File: config.mk
export PLATFORM = sky130hd
export DESIGN_NAME = execStage
export DESIGN_NICKNAME = d
export VERILOG_FILES = /design/src/hw/execPkg.sv /design/src/hw/execStage.sv /design/src/hw/execResolve.sv /design/src/hw/execAlu.sv /design/src/hw/execDecode.sv
export VERILOG_INCLUDE_DIRS = /design/src /design/src/include
export SDC_FILE = /design/constraint.sdc
export NUM_CORES = 1
export LEC_CHECK = 0
export ABC_CLOCK_PERIOD_IN_PS = 6100
export BUFFER_PORTS_ARGS = -buffer_cell sky130_fd_sc_hd__buf_4
export CAP_MARGIN = 20
export CORE_ASPECT_RATIO = 0.6
export CORE_MARGIN = 4
export CORE_UTILIZATION = 46
export CTS_CLUSTER_DIAMETER = 80
export DETAILED_ROUTE_END_ITERATION = 8
export GPL_TIMING_DRIVEN = 0
export PLACE_DENSITY = 0.7
export SLEW_MARGIN = 10
export SYNTH_ARGS = -nofsm -noshare
export SYNTH_HDL_FRONTEND = slang
export SYNTH_SLANG_ARGS = --single-unit
File: constraint.sdc
create_clock -name clk -period 6.1 [get_ports clk]
set_clock_uncertainty 0.05 [all_clocks]
set_input_delay 1.22 -clock clk [delete_from_list [all_inputs] [get_ports clk]]
set_output_delay 1.22 -clock clk [all_outputs]
set_load 0.02 [all_outputs]
File: src/include/exec_params.svh
/*
   Width parameters of the execute stage
   Data word, opcode field position and opcode width
*/
`ifndef EXEC_PARAMS_SVH
`define EXEC_PARAMS_SVH

// Data and PC width
`define EXEC_WORD_W 16

// Opcode sits in the top five bits of the instruction
`define EXEC_OPC_W 5
`define EXEC_OPC_LSB 11

// Immediate field widths used for extension
`define EXEC_IMM5_W 5
`define EXEC_IMM8_W 8
`define EXEC_IMM11_W 11

`endif
File: src/hw/execPkg.sv
/*
   Shared types of the execute stage
   Word, opcode and forwarding typedefs, control encodings, stage structs
*/
`default_nettype none
`include "exec_params.svh"

package execPkg;

   typedef logic [`EXEC_WORD_W-1:0] word_t;
   typedef logic [`EXEC_OPC_W-1:0]  opcode_t;
   typedef logic [1:0]              fwdSel_t;
   typedef logic [2:0]              aluOp_t;
   typedef logic [2:0]              resultSel_t;
   typedef logic [2:0]              brType_t;

   // Forwarding sources
   localparam fwdSel_t fwdRegFile = 2'd0;
   localparam fwdSel_t fwdWb      = 2'd1;
   localparam fwdSel_t fwdEx      = 2'd2;

   // ALU operations
   localparam aluOp_t aluAdd   = 3'd0;
   localparam aluOp_t aluXor   = 3'd1;
   localparam aluOp_t aluAnd   = 3'd2;
   localparam aluOp_t aluPassB = 3'd3;

   // Operand B sources
   localparam logic [1:0] bSelReg  = 2'd0;
   localparam logic [1:0] bSelImm5 = 2'd1;
   localparam logic [1:0] bSelImm8 = 2'd2;
   localparam logic [1:0] bSelSlbi = 2'd3;

   // Result selection
   localparam resultSel_t resAlu = 3'd0;
   localparam resultSel_t resSeq = 3'd1;
   localparam resultSel_t resSlt = 3'd2;
   localparam resultSel_t resSle = 3'd3;
   localparam resultSel_t resSco = 3'd4;
   localparam resultSel_t resBtr = 3'd5;

   // Branch and jump kinds
   localparam brType_t brNone = 3'd0;
   localparam brType_t brBeqz = 3'd1;
   localparam brType_t brBnez = 3'd2;
   localparam brType_t brBltz = 3'd3;
   localparam brType_t brBgez = 3'd4;
   localparam brType_t brJ    = 3'd5;
   localparam brType_t brJr   = 3'd6;

   typedef struct packed {
      aluOp_t     aluOp;
      logic       invA;
      logic       invB;
      logic       cin;
      logic [1:0] bSel;
      logic       zeroExt;
      resultSel_t resultSel;
      brType_t    brType;
   } ctrl_t;

   typedef struct packed {
      word_t instruction;
      word_t incrPC;
      word_t regA;
      word_t regB;
      logic  regWrt;
   } exIn_t;

   typedef struct packed {
      word_t instruction;
      word_t result;
      word_t newPC;
      logic  pcSrc;
      word_t storeData;
      logic  regWrt;
   } exOut_t;

   typedef struct packed {
      logic zero;
      logic sign;
      logic overflow;
   } aluFlags_t;

endpackage

`default_nettype wire

File: src/hw/execStage.sv
/*
   Execute stage top level
   Operand forwarding, operand B select, sub-blocks, EX/MEM register
*/
`timescale 1ns/1ps
`default_nettype none
`include "exec_params.svh"

module execStage (
   input  wire                   clk,
   input  wire                   rst,
   input  wire                   instValid,
   input  wire execPkg::exIn_t   exIn,
   input  wire execPkg::fwdSel_t fwdA,
   input  wire execPkg::fwdSel_t fwdB,
   input  wire execPkg::word_t   wbData,
   output logic                  resultValid,
   output execPkg::exOut_t       exOut
);

   execPkg::ctrl_t     ctrl;
   execPkg::aluFlags_t flags;
   execPkg::exOut_t    nextOut;
   execPkg::word_t     opA;
   execPkg::word_t     opB;
   execPkg::word_t     aluB;
   execPkg::word_t     imm5;
   execPkg::word_t     imm8;
   execPkg::word_t     aluOut;
   logic               carryOut;
   logic               ext5;
   logic               ext8;

   // Register file, write-back or our own last result
   function automatic execPkg::word_t fwdMux(input execPkg::fwdSel_t sel,
                                             input execPkg::word_t regVal,
                                             input execPkg::word_t wbVal,
                                             input execPkg::word_t exVal);
      case (sel)
         execPkg::fwdWb: return wbVal;
         execPkg::fwdEx: return exVal;
         default:        return regVal;
      endcase
   endfunction

   assign opA = fwdMux(fwdA, exIn.regA, wbData, exOut.result);
   assign opB = fwdMux(fwdB, exIn.regB, wbData, exOut.result);

   ////////////////////
   // Operand B
   ////////////////////

   execDecode i_execDecode (
      .instruction (exIn.instruction),
      .ctrl        (ctrl)
   );

   // XORI and ANDNI zero-extend
   assign ext5 = ~ctrl.zeroExt & exIn.instruction[`EXEC_IMM5_W-1];
   assign ext8 = ~ctrl.zeroExt & exIn.instruction[`EXEC_IMM8_W-1];
   assign imm5 = {{(`EXEC_WORD_W-`EXEC_IMM5_W){ext5}}, exIn.instruction[`EXEC_IMM5_W-1:0]};
   assign imm8 = {{(`EXEC_WORD_W-`EXEC_IMM8_W){ext8}}, exIn.instruction[`EXEC_IMM8_W-1:0]};

   always_comb begin
      case (ctrl.bSel)
         execPkg::bSelImm5: aluB = imm5;
         execPkg::bSelImm8: aluB = imm8;
         execPkg::bSelSlbi: aluB = {opA[7:0], exIn.instruction[7:0]};
         default:           aluB = opB;
      endcase
      // Branches, jumps and BTR pass A straight through the adder
      if (ctrl.brType != execPkg::brNone || ctrl.resultSel == execPkg::resBtr) begin
         aluB = '0;
      end
   end

   execAlu i_execAlu (
      .inA      (opA),
      .inB      (aluB),
      .ctrl     (ctrl),
      .out      (aluOut),
      .carryOut (carryOut),
      .flags    (flags)
   );

   execResolve i_execResolve (
      .ctrl        (ctrl),
      .aluOut      (aluOut),
      .carryOut    (carryOut),
      .flags       (flags),
      .opA         (opA),
      .incrPC      (exIn.incrPC),
      .instruction (exIn.instruction),
      .result      (nextOut.result),
      .newPC       (nextOut.newPC),
      .pcSrc       (nextOut.pcSrc)
   );

   assign nextOut.instruction = exIn.instruction;
   assign nextOut.storeData   = opB;
   assign nextOut.regWrt      = exIn.regWrt;

   ////////////////////
   // EX/MEM register
   ////////////////////

   always_ff @(posedge clk) begin
      if (rst) begin
         resultValid <= 1'b0;
         exOut       <= '0;
      end else begin
         resultValid <= instValid;
         // Hold the last result between strobes
         if (instValid) begin
            exOut <= nextOut;
         end
      end
   end

endmodule

`default_nettype wire

File: src/hw/execResolve.sv
/*
   Execute result and branch resolution
   Compare results, bit reversal, branch condition and next PC
*/
`timescale 1ns/1ps
`default_nettype none
`include "exec_params.svh"

module execResolve (
   input  wire execPkg::ctrl_t     ctrl,
   input  wire execPkg::word_t     aluOut,
   input  wire                     carryOut,
   input  wire execPkg::aluFlags_t flags,
   input  wire execPkg::word_t     opA,
   input  wire execPkg::word_t     incrPC,
   input  wire execPkg::word_t     instruction,
   output execPkg::word_t          result,
   output execPkg::word_t          newPC,
   output logic                    pcSrc
);

   execPkg::word_t imm8;
   execPkg::word_t imm11;
   execPkg::word_t reversed;
   logic           lessThan;
   logic           taken;

   // Signed less-than, corrected for overflow of A - B
   assign lessThan = flags.sign ^ flags.overflow;

   always_comb begin
      for (int i = 0; i < `EXEC_WORD_W; i++) begin
         reversed[i] = aluOut[`EXEC_WORD_W-1-i];
      end
   end

   always_comb begin
      result = aluOut;
      case (ctrl.resultSel)
         execPkg::resSeq: result = execPkg::word_t'(flags.zero);
         execPkg::resSlt: result = execPkg::word_t'(lessThan);
         execPkg::resSle: result = execPkg::word_t'(lessThan | flags.zero);
         execPkg::resSco: result = execPkg::word_t'(carryOut);
         execPkg::resBtr: result = reversed;
         default:         result = aluOut;
      endcase
   end

   ////////////////////
   // Next PC
   ////////////////////

   // Branch and jump offsets are always sign-extended
   assign imm8  = {{(`EXEC_WORD_W-`EXEC_IMM8_W){instruction[`EXEC_IMM8_W-1]}},
                   instruction[`EXEC_IMM8_W-1:0]};
   assign imm11 = {{(`EXEC_WORD_W-`EXEC_IMM11_W){instruction[`EXEC_IMM11_W-1]}},
                   instruction[`EXEC_IMM11_W-1:0]};

   always_comb begin
      newPC = incrPC;
      // B is zero here so the flags describe A
      case (ctrl.brType)
         execPkg::brBeqz: taken = flags.zero;
         execPkg::brBnez: taken = ~flags.zero;
         execPkg::brBltz: taken = flags.sign;
         execPkg::brBgez: taken = ~flags.sign;
         execPkg::brJ, execPkg::brJr: taken = 1'b1;
         default: taken = 1'b0;
      endcase
      if (taken) begin
         case (ctrl.brType)
            execPkg::brJ:  newPC = incrPC + imm11;
            execPkg::brJr: newPC = opA + imm8;
            default:       newPC = incrPC + imm8;
         endcase
      end
   end

   assign pcSrc = taken;

endmodule

`default_nettype wire

File: src/hw/execAlu.sv
/*
   Execute ALU
   Optional input inversion, add with carry-in, xor, and, pass-B, flags
*/
`timescale 1ns/1ps
`default_nettype none
`include "exec_params.svh"

module execAlu (
   input  wire execPkg::word_t inA,
   input  wire execPkg::word_t inB,
   input  wire execPkg::ctrl_t ctrl,
   output execPkg::word_t      out,
   output logic                carryOut,
   output execPkg::aluFlags_t  flags
);

   execPkg::word_t        opA;
   execPkg::word_t        opB;
   execPkg::word_t        sum;
   logic [`EXEC_WORD_W:0] sumExt;

   // Operand inversion for subtract and and-not
   assign opA = ctrl.invA ? ~inA : inA;
   assign opB = ctrl.invB ? ~inB : inB;

   // One extra bit holds the carry out
   assign sumExt   = {1'b0, opA} + {1'b0, opB} + {{`EXEC_WORD_W{1'b0}}, ctrl.cin};
   assign sum      = sumExt[`EXEC_WORD_W-1:0];
   assign carryOut = sumExt[`EXEC_WORD_W];

   always_comb begin
      case (ctrl.aluOp)
         execPkg::aluXor:   out = opA ^ opB;
         execPkg::aluAnd:   out = opA & opB;
         execPkg::aluPassB: out = opB;
         default:           out = sum;
      endcase
   end

   ////////////////////
   // Adder flags
   ////////////////////

   assign flags.zero = (sum == '0);
   assign flags.sign = sum[`EXEC_WORD_W-1];

   // Same input signs and a flipped result sign
   assign flags.overflow = (opA[`EXEC_WORD_W-1] == opB[`EXEC_WORD_W-1]) &&
                           (sum[`EXEC_WORD_W-1] != opA[`EXEC_WORD_W-1]);

endmodule

`default_nettype wire

File: src/hw/execDecode.sv
/*
   Execute control decoder
   Opcode and function bits to ALU, operand B, result and branch controls
*/
`timescale 1ns/1ps
`default_nettype none
`include "exec_params.svh"

module execDecode (
   input  wire execPkg::word_t instruction,
   output execPkg::ctrl_t      ctrl
);

   // Opcode map of the kept instructions
   localparam execPkg::opcode_t opJ     = 5'b00100;
   localparam execPkg::opcode_t opJr    = 5'b00101;
   localparam execPkg::opcode_t opAddi  = 5'b01000;
   localparam execPkg::opcode_t opSubi  = 5'b01001;
   localparam execPkg::opcode_t opXori  = 5'b01010;
   localparam execPkg::opcode_t opAndni = 5'b01011;
   localparam execPkg::opcode_t opBeqz  = 5'b01100;
   localparam execPkg::opcode_t opBnez  = 5'b01101;
   localparam execPkg::opcode_t opBltz  = 5'b01110;
   localparam execPkg::opcode_t opBgez  = 5'b01111;
   localparam execPkg::opcode_t opSlbi  = 5'b10010;
   localparam execPkg::opcode_t opLbi   = 5'b11000;
   localparam execPkg::opcode_t opBtr   = 5'b11001;
   localparam execPkg::opcode_t opRType = 5'b11011;
   localparam execPkg::opcode_t opSeq   = 5'b11100;
   localparam execPkg::opcode_t opSlt   = 5'b11101;
   localparam execPkg::opcode_t opSle   = 5'b11110;
   localparam execPkg::opcode_t opSco   = 5'b11111;

   execPkg::opcode_t opcode;
   logic [1:0]       funct;

   assign opcode = instruction[`EXEC_OPC_LSB +: `EXEC_OPC_W];
   assign funct  = instruction[1:0];

   always_comb begin
      // Default is a plain register add with no branch
      ctrl           = '0;
      ctrl.aluOp     = execPkg::aluAdd;
      ctrl.bSel      = execPkg::bSelReg;
      ctrl.resultSel = execPkg::resAlu;
      ctrl.brType    = execPkg::brNone;

      case (opcode)
         opRType: begin
            // funct 00 add, 01 sub, 10 xor, 11 andn
            case (funct)
               2'b01: begin
                  ctrl.invA = 1'b1;
                  ctrl.cin  = 1'b1;
               end
               2'b10: ctrl.aluOp = execPkg::aluXor;
               2'b11: begin
                  ctrl.aluOp = execPkg::aluAnd;
                  ctrl.invB  = 1'b1;
               end
               default: ctrl.aluOp = execPkg::aluAdd;
            endcase
         end
         opAddi: ctrl.bSel = execPkg::bSelImm5;
         opSubi: begin
            // B minus A as ~A + B + 1
            ctrl.bSel = execPkg::bSelImm5;
            ctrl.invA = 1'b1;
            ctrl.cin  = 1'b1;
         end
         opXori: begin
            ctrl.aluOp   = execPkg::aluXor;
            ctrl.bSel    = execPkg::bSelImm5;
            ctrl.zeroExt = 1'b1;
         end
         opAndni: begin
            ctrl.aluOp   = execPkg::aluAnd;
            ctrl.bSel    = execPkg::bSelImm5;
            ctrl.invB    = 1'b1;
            ctrl.zeroExt = 1'b1;
         end
         // Compares run A - B through the adder
         opSeq, opSlt, opSle: begin
            ctrl.invB      = 1'b1;
            ctrl.cin       = 1'b1;
            ctrl.resultSel = (opcode == opSeq) ? execPkg::resSeq :
                             (opcode == opSlt) ? execPkg::resSlt : execPkg::resSle;
         end
         opSco:  ctrl.resultSel = execPkg::resSco;
         opBtr:  ctrl.resultSel = execPkg::resBtr;
         opLbi: begin
            ctrl.aluOp = execPkg::aluPassB;
            ctrl.bSel  = execPkg::bSelImm8;
         end
         opSlbi: begin
            ctrl.aluOp = execPkg::aluPassB;
            ctrl.bSel  = execPkg::bSelSlbi;
         end
         opBeqz: ctrl.brType = execPkg::brBeqz;
         opBnez: ctrl.brType = execPkg::brBnez;
         opBltz: ctrl.brType = execPkg::brBltz;
         opBgez: ctrl.brType = execPkg::brBgez;
         opJ:    ctrl.brType = execPkg::brJ;
         opJr:   ctrl.brType = execPkg::brJr;
         default: ctrl.aluOp = execPkg::aluAdd;
      endcase
   end

endmodule

`default_nettype wire

* Word-level counts from Yosys, hierarchy flattened
Index checks and enable logic that the tools add are counted.
** Cells by class
- Add/sub/neg operators :: 5
- Equality and inequality tests :: 44
- Multiplexer cells :: 24
- Bitwise operators :: 11
- Reductions and logical operators :: 11
** Operator list (count)
- $pmux W16 S2 :: 3
- $pmux W16 S3 :: 2
- $pmux W16 S5 :: 1
- $mux W16 :: 4
- $add A16 B16 Y16 :: 3
- $eq A5 B4 Y1 const B :: 8
- $eq A5 B5 Y1 const B :: 8
- $not A16 Y16 :: 2
- $pmux W3 S6 :: 1
- $add A16 B16 Y17 :: 1
- $add A17 B1 Y17 :: 1
- $and A16 B16 Y16 :: 1
- $eq A2 B2 Y1 const B :: 8
- $logic_not A16 Y1 :: 1
- $xor A16 B16 Y16 :: 1
- $eq A3 B3 Y1 const B :: 5
- $eq A3 B2 Y1 const B :: 4
- $reduce_or A4 Y1 :: 3
- $eq A2 B1 Y1 const B :: 5
- $eq A5 B3 Y1 const B :: 2
- $pmux W3 S3 :: 1
- $pmux W2 S4 :: 1
- $eq A3 B1 Y1 const B :: 2
- $pmux W1 S2 :: 3
- 16 further kinds :: 24
** Storage, ports and cells
- Flip-flop bits (word level) :: 67
- Input port bits :: 88
- Word-level logic and storage cells :: 102

* Depth between registers and ports, before layout
Gate-level depths: netlist of run 1.
- Word-level depth :: 16
- Depth in mapped cells :: 24
- Mapped depth without buffers :: 20

* By module
Synthesis of run 1 repeated with hierarchy kept, for this count alone.
** Unflattened totals
- Cells, all modules :: 1048
- Area, all modules :: 8150.3 um^2
** By module, submodules not included
- execStage :: instances 1, cells each 400, area an instance 3469.6 um^2
- execResolve :: instances 1, cells each 350, area an instance 2449.8 um^2
- execAlu :: instances 1, cells each 248, area an instance 1901.8 um^2
- execDecode :: instances 1, cells each 50, area an instance 329.1 um^2

* Worst setup path before layout of run 1
No wires, ideal clock.
- Path kind :: input -> register
- Start point :: input port exIn[61] (netlist name)
- End point :: register exOut[31] (netlist name)
- Data arrival time :: 5.647 ns
- Required time :: 5.928 ns
- Setup slack :: 0.281 ns
- Stages on the path :: 20
- Cells stage by stage :: clkbuf_1 nand2_1 and3_1 o21ai_1 clkbuf_1 xnor2_1 fa_1 inv_1 fa_1 nor2b_1 o2111ai_1 nand4_1 a31o_1 a2111oi_4 o2111ai_2 mux2i_1 and2_1 buf_6 nor3_2 a311o_1
** On the way
- Cells in the longest elaborated chain, start to end :: 15
- Elaborated cells between the ends (all ways) :: 61
- Classes of those cells :: add/sub (2); eq/ne (28); mux (16); bitwise (6); reduce/logical (9)
** Ends and longest elaborated chain
- start, declared :: RTL line execStage.sv:13 : input wire execPkg::exIn_t exIn,
- parallel branches: the longest is 14 deep, another holds $add A16 B16 Y17
- $mux W16 * :: RTL line execResolve.sv:70 : if (taken) begin
- end signal, assigned :: RTL line execStage.sv:115 : exOut <= nextOut;
- end, declared :: RTL line execStage.sv:18 : output execPkg::exOut_t exOut
Every way passes the cells marked *.
A chain may end at the register's enable or synchronous reset.

* Worst setup path in the final report of run 1
- Start point :: input port fwdB[1]
- End point :: register exOut[29] (netlist name)
** On the way
- Cells in the longest elaborated chain, start to end :: 12
- Elaborated cells between the ends (all ways) :: 14
- Classes of those cells :: add/sub (2); eq/ne (2); mux (6); bitwise (3); reduce/logical (1)
** Ends and longest elaborated chain
- start, declared :: RTL line execStage.sv:15 : input wire execPkg::fwdSel_t fwdB,
- $eq A2 B2 Y1 / $eq A2 B1 Y1 (equally long branches) :: RTL line execStage.sv:39 : case (sel)
- $pmux W16 S2 * :: RTL line execStage.sv:39
- $pmux W16 S3 * :: RTL line execStage.sv:65 : case (ctrl.bSel)
- $mux W16 * :: RTL line execStage.sv:72 : if (ctrl.brType != execPkg::brNone || ctrl.resultSel == execPkg::resBtr) begin
- $not A16 Y16 :: RTL line execAlu.sv:25 : assign opB = ctrl.invB ? ~inB : inB;
- $mux W16 * :: RTL line execAlu.sv:25
- $add A16 B16 Y17 * :: RTL line execAlu.sv:28 : assign sumExt = {1'b0, opA} + {1'b0, opB} + {{`EXEC_WORD_W{1'b0}}, ctrl.cin};
- $add A17 B1 Y17 * :: RTL line execAlu.sv:28
- $logic_not A16 Y1 :: RTL line execAlu.sv:45 : assign flags.zero = (sum == '0);
- $not A1 Y1 :: RTL line execResolve.sv:64 : execPkg::brBnez: taken = ~flags.zero;
- $pmux W1 S5 * :: RTL line execResolve.sv:62 : case (ctrl.brType)
- $mux W16 * :: RTL line execResolve.sv:70
Every way passes the cells marked *; elsewhere a longest branch is shown, timed or not.

==> results of run 1 <==
## worst max path at each step
stage / start / endpoint / slack (ns) / depth (start not counted)
6_report: fwdB[1] / exOut[29]$_SDFFE_PP0P_ / 0.09 / 22
5_1_grt: fwdB[1] / exOut[29]$_SDFFE_PP0P_ / -0.02 / 24
4_1_cts: fwdA[0] / exOut[29]$_SDFFE_PP0P_ / 0.03 / 22
3_5_place_dp: exIn[64] / exOut[29]$_SDFFE_PP0P_ / -0.82 / 21
3_3_place_gp: exIn[64] / exOut[29]$_SDFFE_PP0P_ / -0.86 / 21
2_1_floorplan: exIn[61] / exOut[31]$_SDFFE_PP0P_ / 0.28 / 20
## sequential cells by signal, summed over array words and instances (netlist names)
signal,flops
exOut,66
resultValid,1
## final cells by class
cell class                 count  area, um2  share of cell area (%)
multi-input combinational    845       5820                    62.4
sequential                    67       1340                    14.4
timing repair buffer         153       1150                    12.3
buffer                        65        328                    3.52
tap                          203        254                    2.72
clock buffer                   9        225                    2.42
inverter                      32        120                    1.29
clock inverter                 6       90.1                   0.966
## metrics by stage
step | util, % | TNS, ns
floorplan | - | 0
global placement | 56.5 | -15.68
detailed placement | 56.5 | -14.92
CTS | 58.9 | 0
global route | 59.8 | -0.0388
finish | 59.8 | 0
## per-layer routing
metal | GRT usage [%] | wire length, um
met1 | 52.4 | 14500
met2 | 42.7 | 11600
met3 | 16.0 | 5180
met4 | 7.80 | 690
met5 | 0 | 56
## cells in the mapped netlist (5+ instances only)
master | n | share of area [%]
inv_1 | 30 | 1.5
o311ai_1 | 5 | 0.59
dfxtp_1 | 67 | 18
o21ai_1 | 9 | 0.61
nand2_1 | 107 | 5.4
a32oi_1 | 5 | 0.59
a22oi_1 | 33 | 3.3
o211ai_2 | 7 | 1.2
xnor2_1 | 43 | 5.1
mux2_2 | 11 | 1.7
and3_1 | 8 | 0.67
a211oi_1 | 14 | 1.4
o221ai_1 | 14 | 1.7
a21oi_1 | 66 | 4.4
a311oi_1 | 5 | 0.59
a221oi_1 | 14 | 1.7
o211ai_1 | 14 | 1.4
nor3_1 | 22 | 1.5
nand3_1 | 27 | 1.8
nand2b_1 | 15 | 1.3
nor2b_1 | 10 | 0.84
nand4_1 | 10 | 0.84
clkbuf_1 | 56 | 2.8
o21ai_0 | 60 | 4.0
xor2_1 | 20 | 2.4
a211o_1 | 6 | 0.71
a21oi_2 | 8 | 0.94
nor3b_1 | 5 | 0.51
mux2i_1 | 34 | 4.6
o21a_1 | 13 | 1.3
a21o_1 | 13 | 1.3
nand3b_1 | 9 | 0.91
a31oi_1 | 6 | 0.51
and2_1 | 5 | 0.42
ha_1 | 50 | 8.4
nor2_1 | 120 | 6.1
## timing repair
action | CTS | global route
pin swaps | 1 | 3
gates resized for setup | 23 | 60
endpoints found under the setup margin | 21 | 20
setup buffers | 1 | 2
## power by group
| part | internal (mW) | switching, mW |
|---|---|---|
| Sequential | 0.476 | 0.0369 |
| Clock | 0.358 | 0.227 |
| Combinational | 0.440 | 0.729 |
| Total | 1.27 | 0.993 |
## worst max-delay path: stages
cell	delay, ns
buf_4	0.11
inv_1	0.04
ha_1	0.27
clkbuf_4	0.27
a22oi_1	0.08
o21ai_0	0.55
mux2i_1	0.30
nor2_1	0.18
xnor2_1	0.16
ha_1	0.36
o211ai_1	0.21
o211ai_4	0.35
and3_1	0.28
o221ai_2	0.15
a2111oi_4	0.42
o2111ai_2	0.23
mux2i_1	0.18
and2_1	0.16
buf_6	0.15
buf_12	0.15
o211ai_2	0.24
a21oi_2	0.08
## cells by family (layout without fill, tap and decap cells)
family,Yosys count,after routing,synth area share [%]
compound gates,327,327,31.3
xor+xnor,63,63,7.43
fa+ha+maj,54,54,9.50
buf+inv,100,265,5.56
flops,67,67,18.1
mux,45,45,6.25
simple gates,356,356,21.9
==> metrics.txt, run 1 <==
status=finished clean; Overflow after GRT=0; P&R area growth vs syn=25.6%; Worst Hold Depth=2; most common cell after layout, fill and taps aside=buf_4; Worst-path clk slew=0.06 ns; Die Ht=106 um; post-route ant nets=0; initial drt markers=approximately 1200; Crit. End Element=register; min Tclk post-route=6.01 ns; Leak Pwr=just under 4 nW; most frequent cells in the layout=156 x buf_4, 118 x nor2_1, 106 x nand2_1, 67 x dfxtp_1, 64 x a21oi_1; Reg2Reg Setup Slack=1.18 ns; Final Total Pwr=2.27 mW; num rows=35; Routed WL per cell=23.2 um; Synth Area per Inst=7.34 um2; Placed Cells=1365; total iterations of the first detailed-routing run=5; Final period util=98.5%; WS Path Type=primary input to register; # IOs=155; Filler cells=approximately 1500; max_slew headroom=39.0%; global-route wire length before repair=about 48000 um; slew at the pin closest to its max-slew limit=~0.91 ns; Max Fanout on Critical Path=10; Post-route DRC=0; Post-DP Area=~9000 um2; Worst Hold Class=register to register; CTS tree=yes; hold path endpoint=exOut[19]$_SDFFE_PP0P_; diodes inserted=0; final setup fails=0; PD cells=243 nW/um2; post-synth cell types=77; Starting Density=47.6%; initial antenna violation count=0; Sink Count=67; number of synthesized flops with an enable pin=0; Ys Warns=0; Die Area=18300 um2; Syn Nets=1154; Setup WS pre-CTS=-0.824 ns; via count=8880; clk_lat worst skew=roughly 0.34 ns; fin cells=1380; reg2reg path depth=18; synthesized flop and latch total=67; signal arrival time at the worst endpoint=6.15 ns; mapped cell area=7430 um2; RD Place Congestion=1.05; Async SR Flop Fraction=0%; Peak supply drop=roughly 150 uV; TritonCTS buffer count=9; layout cells sized above 1=between 20% and 30%; core footprint=between 15000 and 20000 um2; number of buffers added on ports=150; H-Tree Depth=3; GRT Total Usage=34.5%; Mapped Cells=1012; post-detail-place hpwl=between 20000 and 30000 um; largest net degree at the start of global routing=16; Max-cap violations=0; number of global-route vias before repair=8087; worst reg2reg path endpoint=exOut[29]$_SDFFE_PP0P_; via/cell ratio=6.43; Max Slew Vio Count=0; Die W=around 170 um; Req. time, crit path=6.24 ns; final worst slack=~0.09 ns; final instance area=9320 um2; Final #Nets=1315; CTS hold repair buffers=0; Max Fclk=around 170 MHz; maximum root-to-sink buffer count=2; final wirelength=32000 um; critical hold path startpoint=exOut[19]$_SDFFE_PP0P_; R2R Path Start=exOut[36]$_SDFFE_PP0P_; sequential share of the synthesized area=18.1%; Startpoint Class=primary input; endpoints failing hold=0; Top FF cell, synth=dfxtp_1; hold_ws=roughly 0.41 ns; root buffer selected by CTS=clkbuf_16
Power figures use the tool's default switching activity.
==> run 2, diff against run 1 <==
Settings changed: CORE_UTILIZATION 46 to 40, PLACE_DENSITY 0.7 to 0.62, SETUP_SLACK_MARGIN set to 0.1.
==> run 2 against run 1 <==
Compared with the run above: register-to-register slack better by 0.10 ns; non-clock buffer count up 3; core utilization decreased by 8.0 points; sequential cell count unchanged; worst hold slack better by 0.0057 ns; power rose by 1.3%; sequential power about the same; sequential share of layout area is 0.14 points lower; highest routed layer is now met4; combinational power barely moved; via count down 0.86%; die area is 14% higher; maximum frequency rose by 1.7%.
==> metrics.txt, run 2 (same netlist as run 1, synthesis figures left out) <==
CP max-delay cell=o21ai_1; maximum root-to-sink buffer count=2 (unchanged); Die Area=20900 um2 (+14%); global-route wire length before repair=49400 um (+2.1%); Max Fanout on Critical Path=10 (unchanged); GRT Total Usage=31.1% (-3.4 points); max_slew headroom=38.0% (-0.96 points); num rows=38 (+8.6%); number of buffers added on ports=150 (unchanged); Peak supply drop=137 uV (-6.5%); # IOs=155 (unchanged); via/cell ratio=6.20 (-3.7%); P&R area growth vs syn=26.8%; Startpoint Class=primary input; crit-path cells=buf_4 > inv_1 > ha_1 > clkbuf_2 > o21ai_1 > nand2_1 > a221oi_1 > xnor2_1 > ha_1 > clkbuf_2 > and2_1 > nand4_1 > nand3b_1 > a31oi_2 > xor2_1 > a31oi_1 > o311a_1 > and2_1 > buf_6 > buf_12 > o211ai_2 > a21oi_2; largest net degree at the start of global routing=16 (unchanged); hold_ws=0.420 ns (+0.00565 ns); diodes inserted=0 (unchanged); slew at the pin closest to its max-slew limit=0.920 ns (+0.0143 ns); final setup fails=0 (unchanged); TritonCTS buffer count=9 (unchanged); CTS hold repair buffers=0 (unchanged); largest stage delay on the critical path=0.45 ns (-0.10 ns); biggest regs=exOut (66), resultValid (1); final wirelength=33300 um (+4.0%); initial antenna violation count=0 (unchanged); Final #Nets=1318 (+0.23%); core footprint=18200 um2 (+17%); total iterations of the first detailed-routing run=5 (unchanged); fin cells=1421 (+3.0%); most common cell after layout, fill and taps aside=buf_4; H-Tree Depth=3 (unchanged); cell family with most CP delay=compound AO/OA/AOI/OAI gates; CP Buf/Inv Count=6 (+1); Final period util=96.9% (-1.6 points); endpoints failing hold=0 (unchanged); WS Path Type=primary input to register; Starting Density=40.9% (-6.7 points); RD Place Congestion=1.02 (-3.1%); most frequent cells in the layout=156 x buf_4, 117 x nor2_1, 105 x nand2_1, 67 x dfxtp_1, 63 x a21oi_1; unrepaired setup endpoints after global routing=no; Sink Count=67 (unchanged); Overflow after GRT=0 (unchanged); Routed WL per cell=23.4 um (+0.98%); Die W=184 um (+6.9%); Worst-path clk slew=0.06 ns (about the same); metal3 WL=5450 um (+5.3%); status=finished clean; via count=8804 (-0.86%); Max Fclk=169 MHz (+1.7%); Max-cap violations=0 (unchanged); root buffer selected by CTS=clkbuf_16; max layer used=met4; Leak Pwr=3.96 nW (+0.55%); signal arrival time at the worst endpoint=6.06 ns (-0.09 ns); met2 routed WL=11800 um (+2.1%); number of global-route vias before repair=7993 (-1.2%); Die Ht=114 um (+6.7%); Crit. End Element=register; layout cells sized above 1=23.3% (+0.77 points); Worst Hold Class=register to register; Placed Cells=1402 (+2.7%); Setup WS pre-CTS=-0.954 ns (-0.129 ns); Req. time, crit path=6.25 ns (about the same); Max Slew Vio Count=0 (unchanged); max reg flops=66 (unchanged); PD cells=244 nW/um2 (+0.36%); met1 WL=15400 um (+6.1%); post-route ant nets=0 (unchanged); Post-route DRC=0 (unchanged); clk_lat worst skew=0.35 ns (about the same); Most flops, register=exOut; post-detail-place hpwl=26800 um (+4.5%); CTS tree=yes; min Tclk post-route=5.91 ns (-0.0995 ns); final worst slack=0.191 ns (+0.0995 ns); initial drt markers=1444 (+21%)
-- run 2: cell types whose count changed in the layout (fill, tap and decap cells not counted), moves of 2 or more --
cell / previous run / this run
o21ai_1: 9 / 11
o21ai_2: 5 / 7
o21ai_0: 54 / 50
clkbuf_2: 15 / 18
-- run 2: cell type report --
type,instances,area (um2)
fillers,1847,8750
inverters,32,120
multi-input cells,845,5830
clock buffers,11,243
well taps,240,300
flip-flops and latches,67,1340
clock inverters,5,85.1
plain buffers,68,344
repair buffers,153,1150
-- run 2: final timing paths --
| check | startpoint | endpoint | slack, ns | cells past startpoint |
|---|---|---|---|---|
| hold reg to reg | exOut[23]$_SDFFE_PP0P_ | exOut[23]$_SDFFE_PP0P_ | 0.42 | 2 |
| setup / recovery | fwdA[0] | exOut[29]$_SDFFE_PP0P_ | 0.19 | 22 |
| hold / removal | exOut[23]$_SDFFE_PP0P_ | exOut[23]$_SDFFE_PP0P_ | 0.42 | 2 |
| setup reg to reg | exOut[34]$_SDFFE_PP0P_ | exOut[29]$_SDFFE_PP0P_ | 1.28 | 19 |
-- run 2: through the flow --
step	cell area [um2]	util, %	total power [mW]	TNS [ns]
2_1_floorplan	7430	-	1.24	0
3_3_place_gp	8850	48.7	1.61	-20.63
3_5_place_dp	8860	48.8	1.62	-18.98
4_1_cts	9270	51.0	2.22	0
5_1_grt	9420	51.8	2.40	0
6_report	9420	51.8	2.30	0
-- run 2: repair_timing --
item,4_1_cts,5_1_grt
pin swaps,1,4
buffers inserted,0,3
setup endpoints to repair,25,19
gates resized for setup,36,56
-- run 2: worst reg2reg max path: stages, from the launching register on --
cell      delay, ns
dfxtp_1        0.40
a22oi_1        0.15
o21ai_1        0.42
nand2_1        0.23
a221oi_1       0.39
xnor2_1        0.16
ha_1           0.30
clkbuf_2       0.19
and2_1         0.26
nand4_1        0.11
nand3b_1       0.23
a31oi_2        0.34
xor2_1         0.35
a31oi_1        0.14
o311a_1        0.16
and2_1         0.18
buf_6          0.15
buf_12         0.15
o211ai_2       0.23
a21oi_2        0.08
-- run 2: layer usage --
metal  global-route usage [%]  up-vias
met5                        0        -
met4                     7.34        0
met2                     37.8      585
met3                     13.8       53
met1                     48.3     4107
li1                         -     4059
-- run 2: power by group --
group / internal (mW) / total (mW) / switching, mW
sequential: 0.476 / 0.511 / 0.0350
clock: 0.372 / 0.597 / 0.225
combinational: 0.445 / 1.19 / 0.744
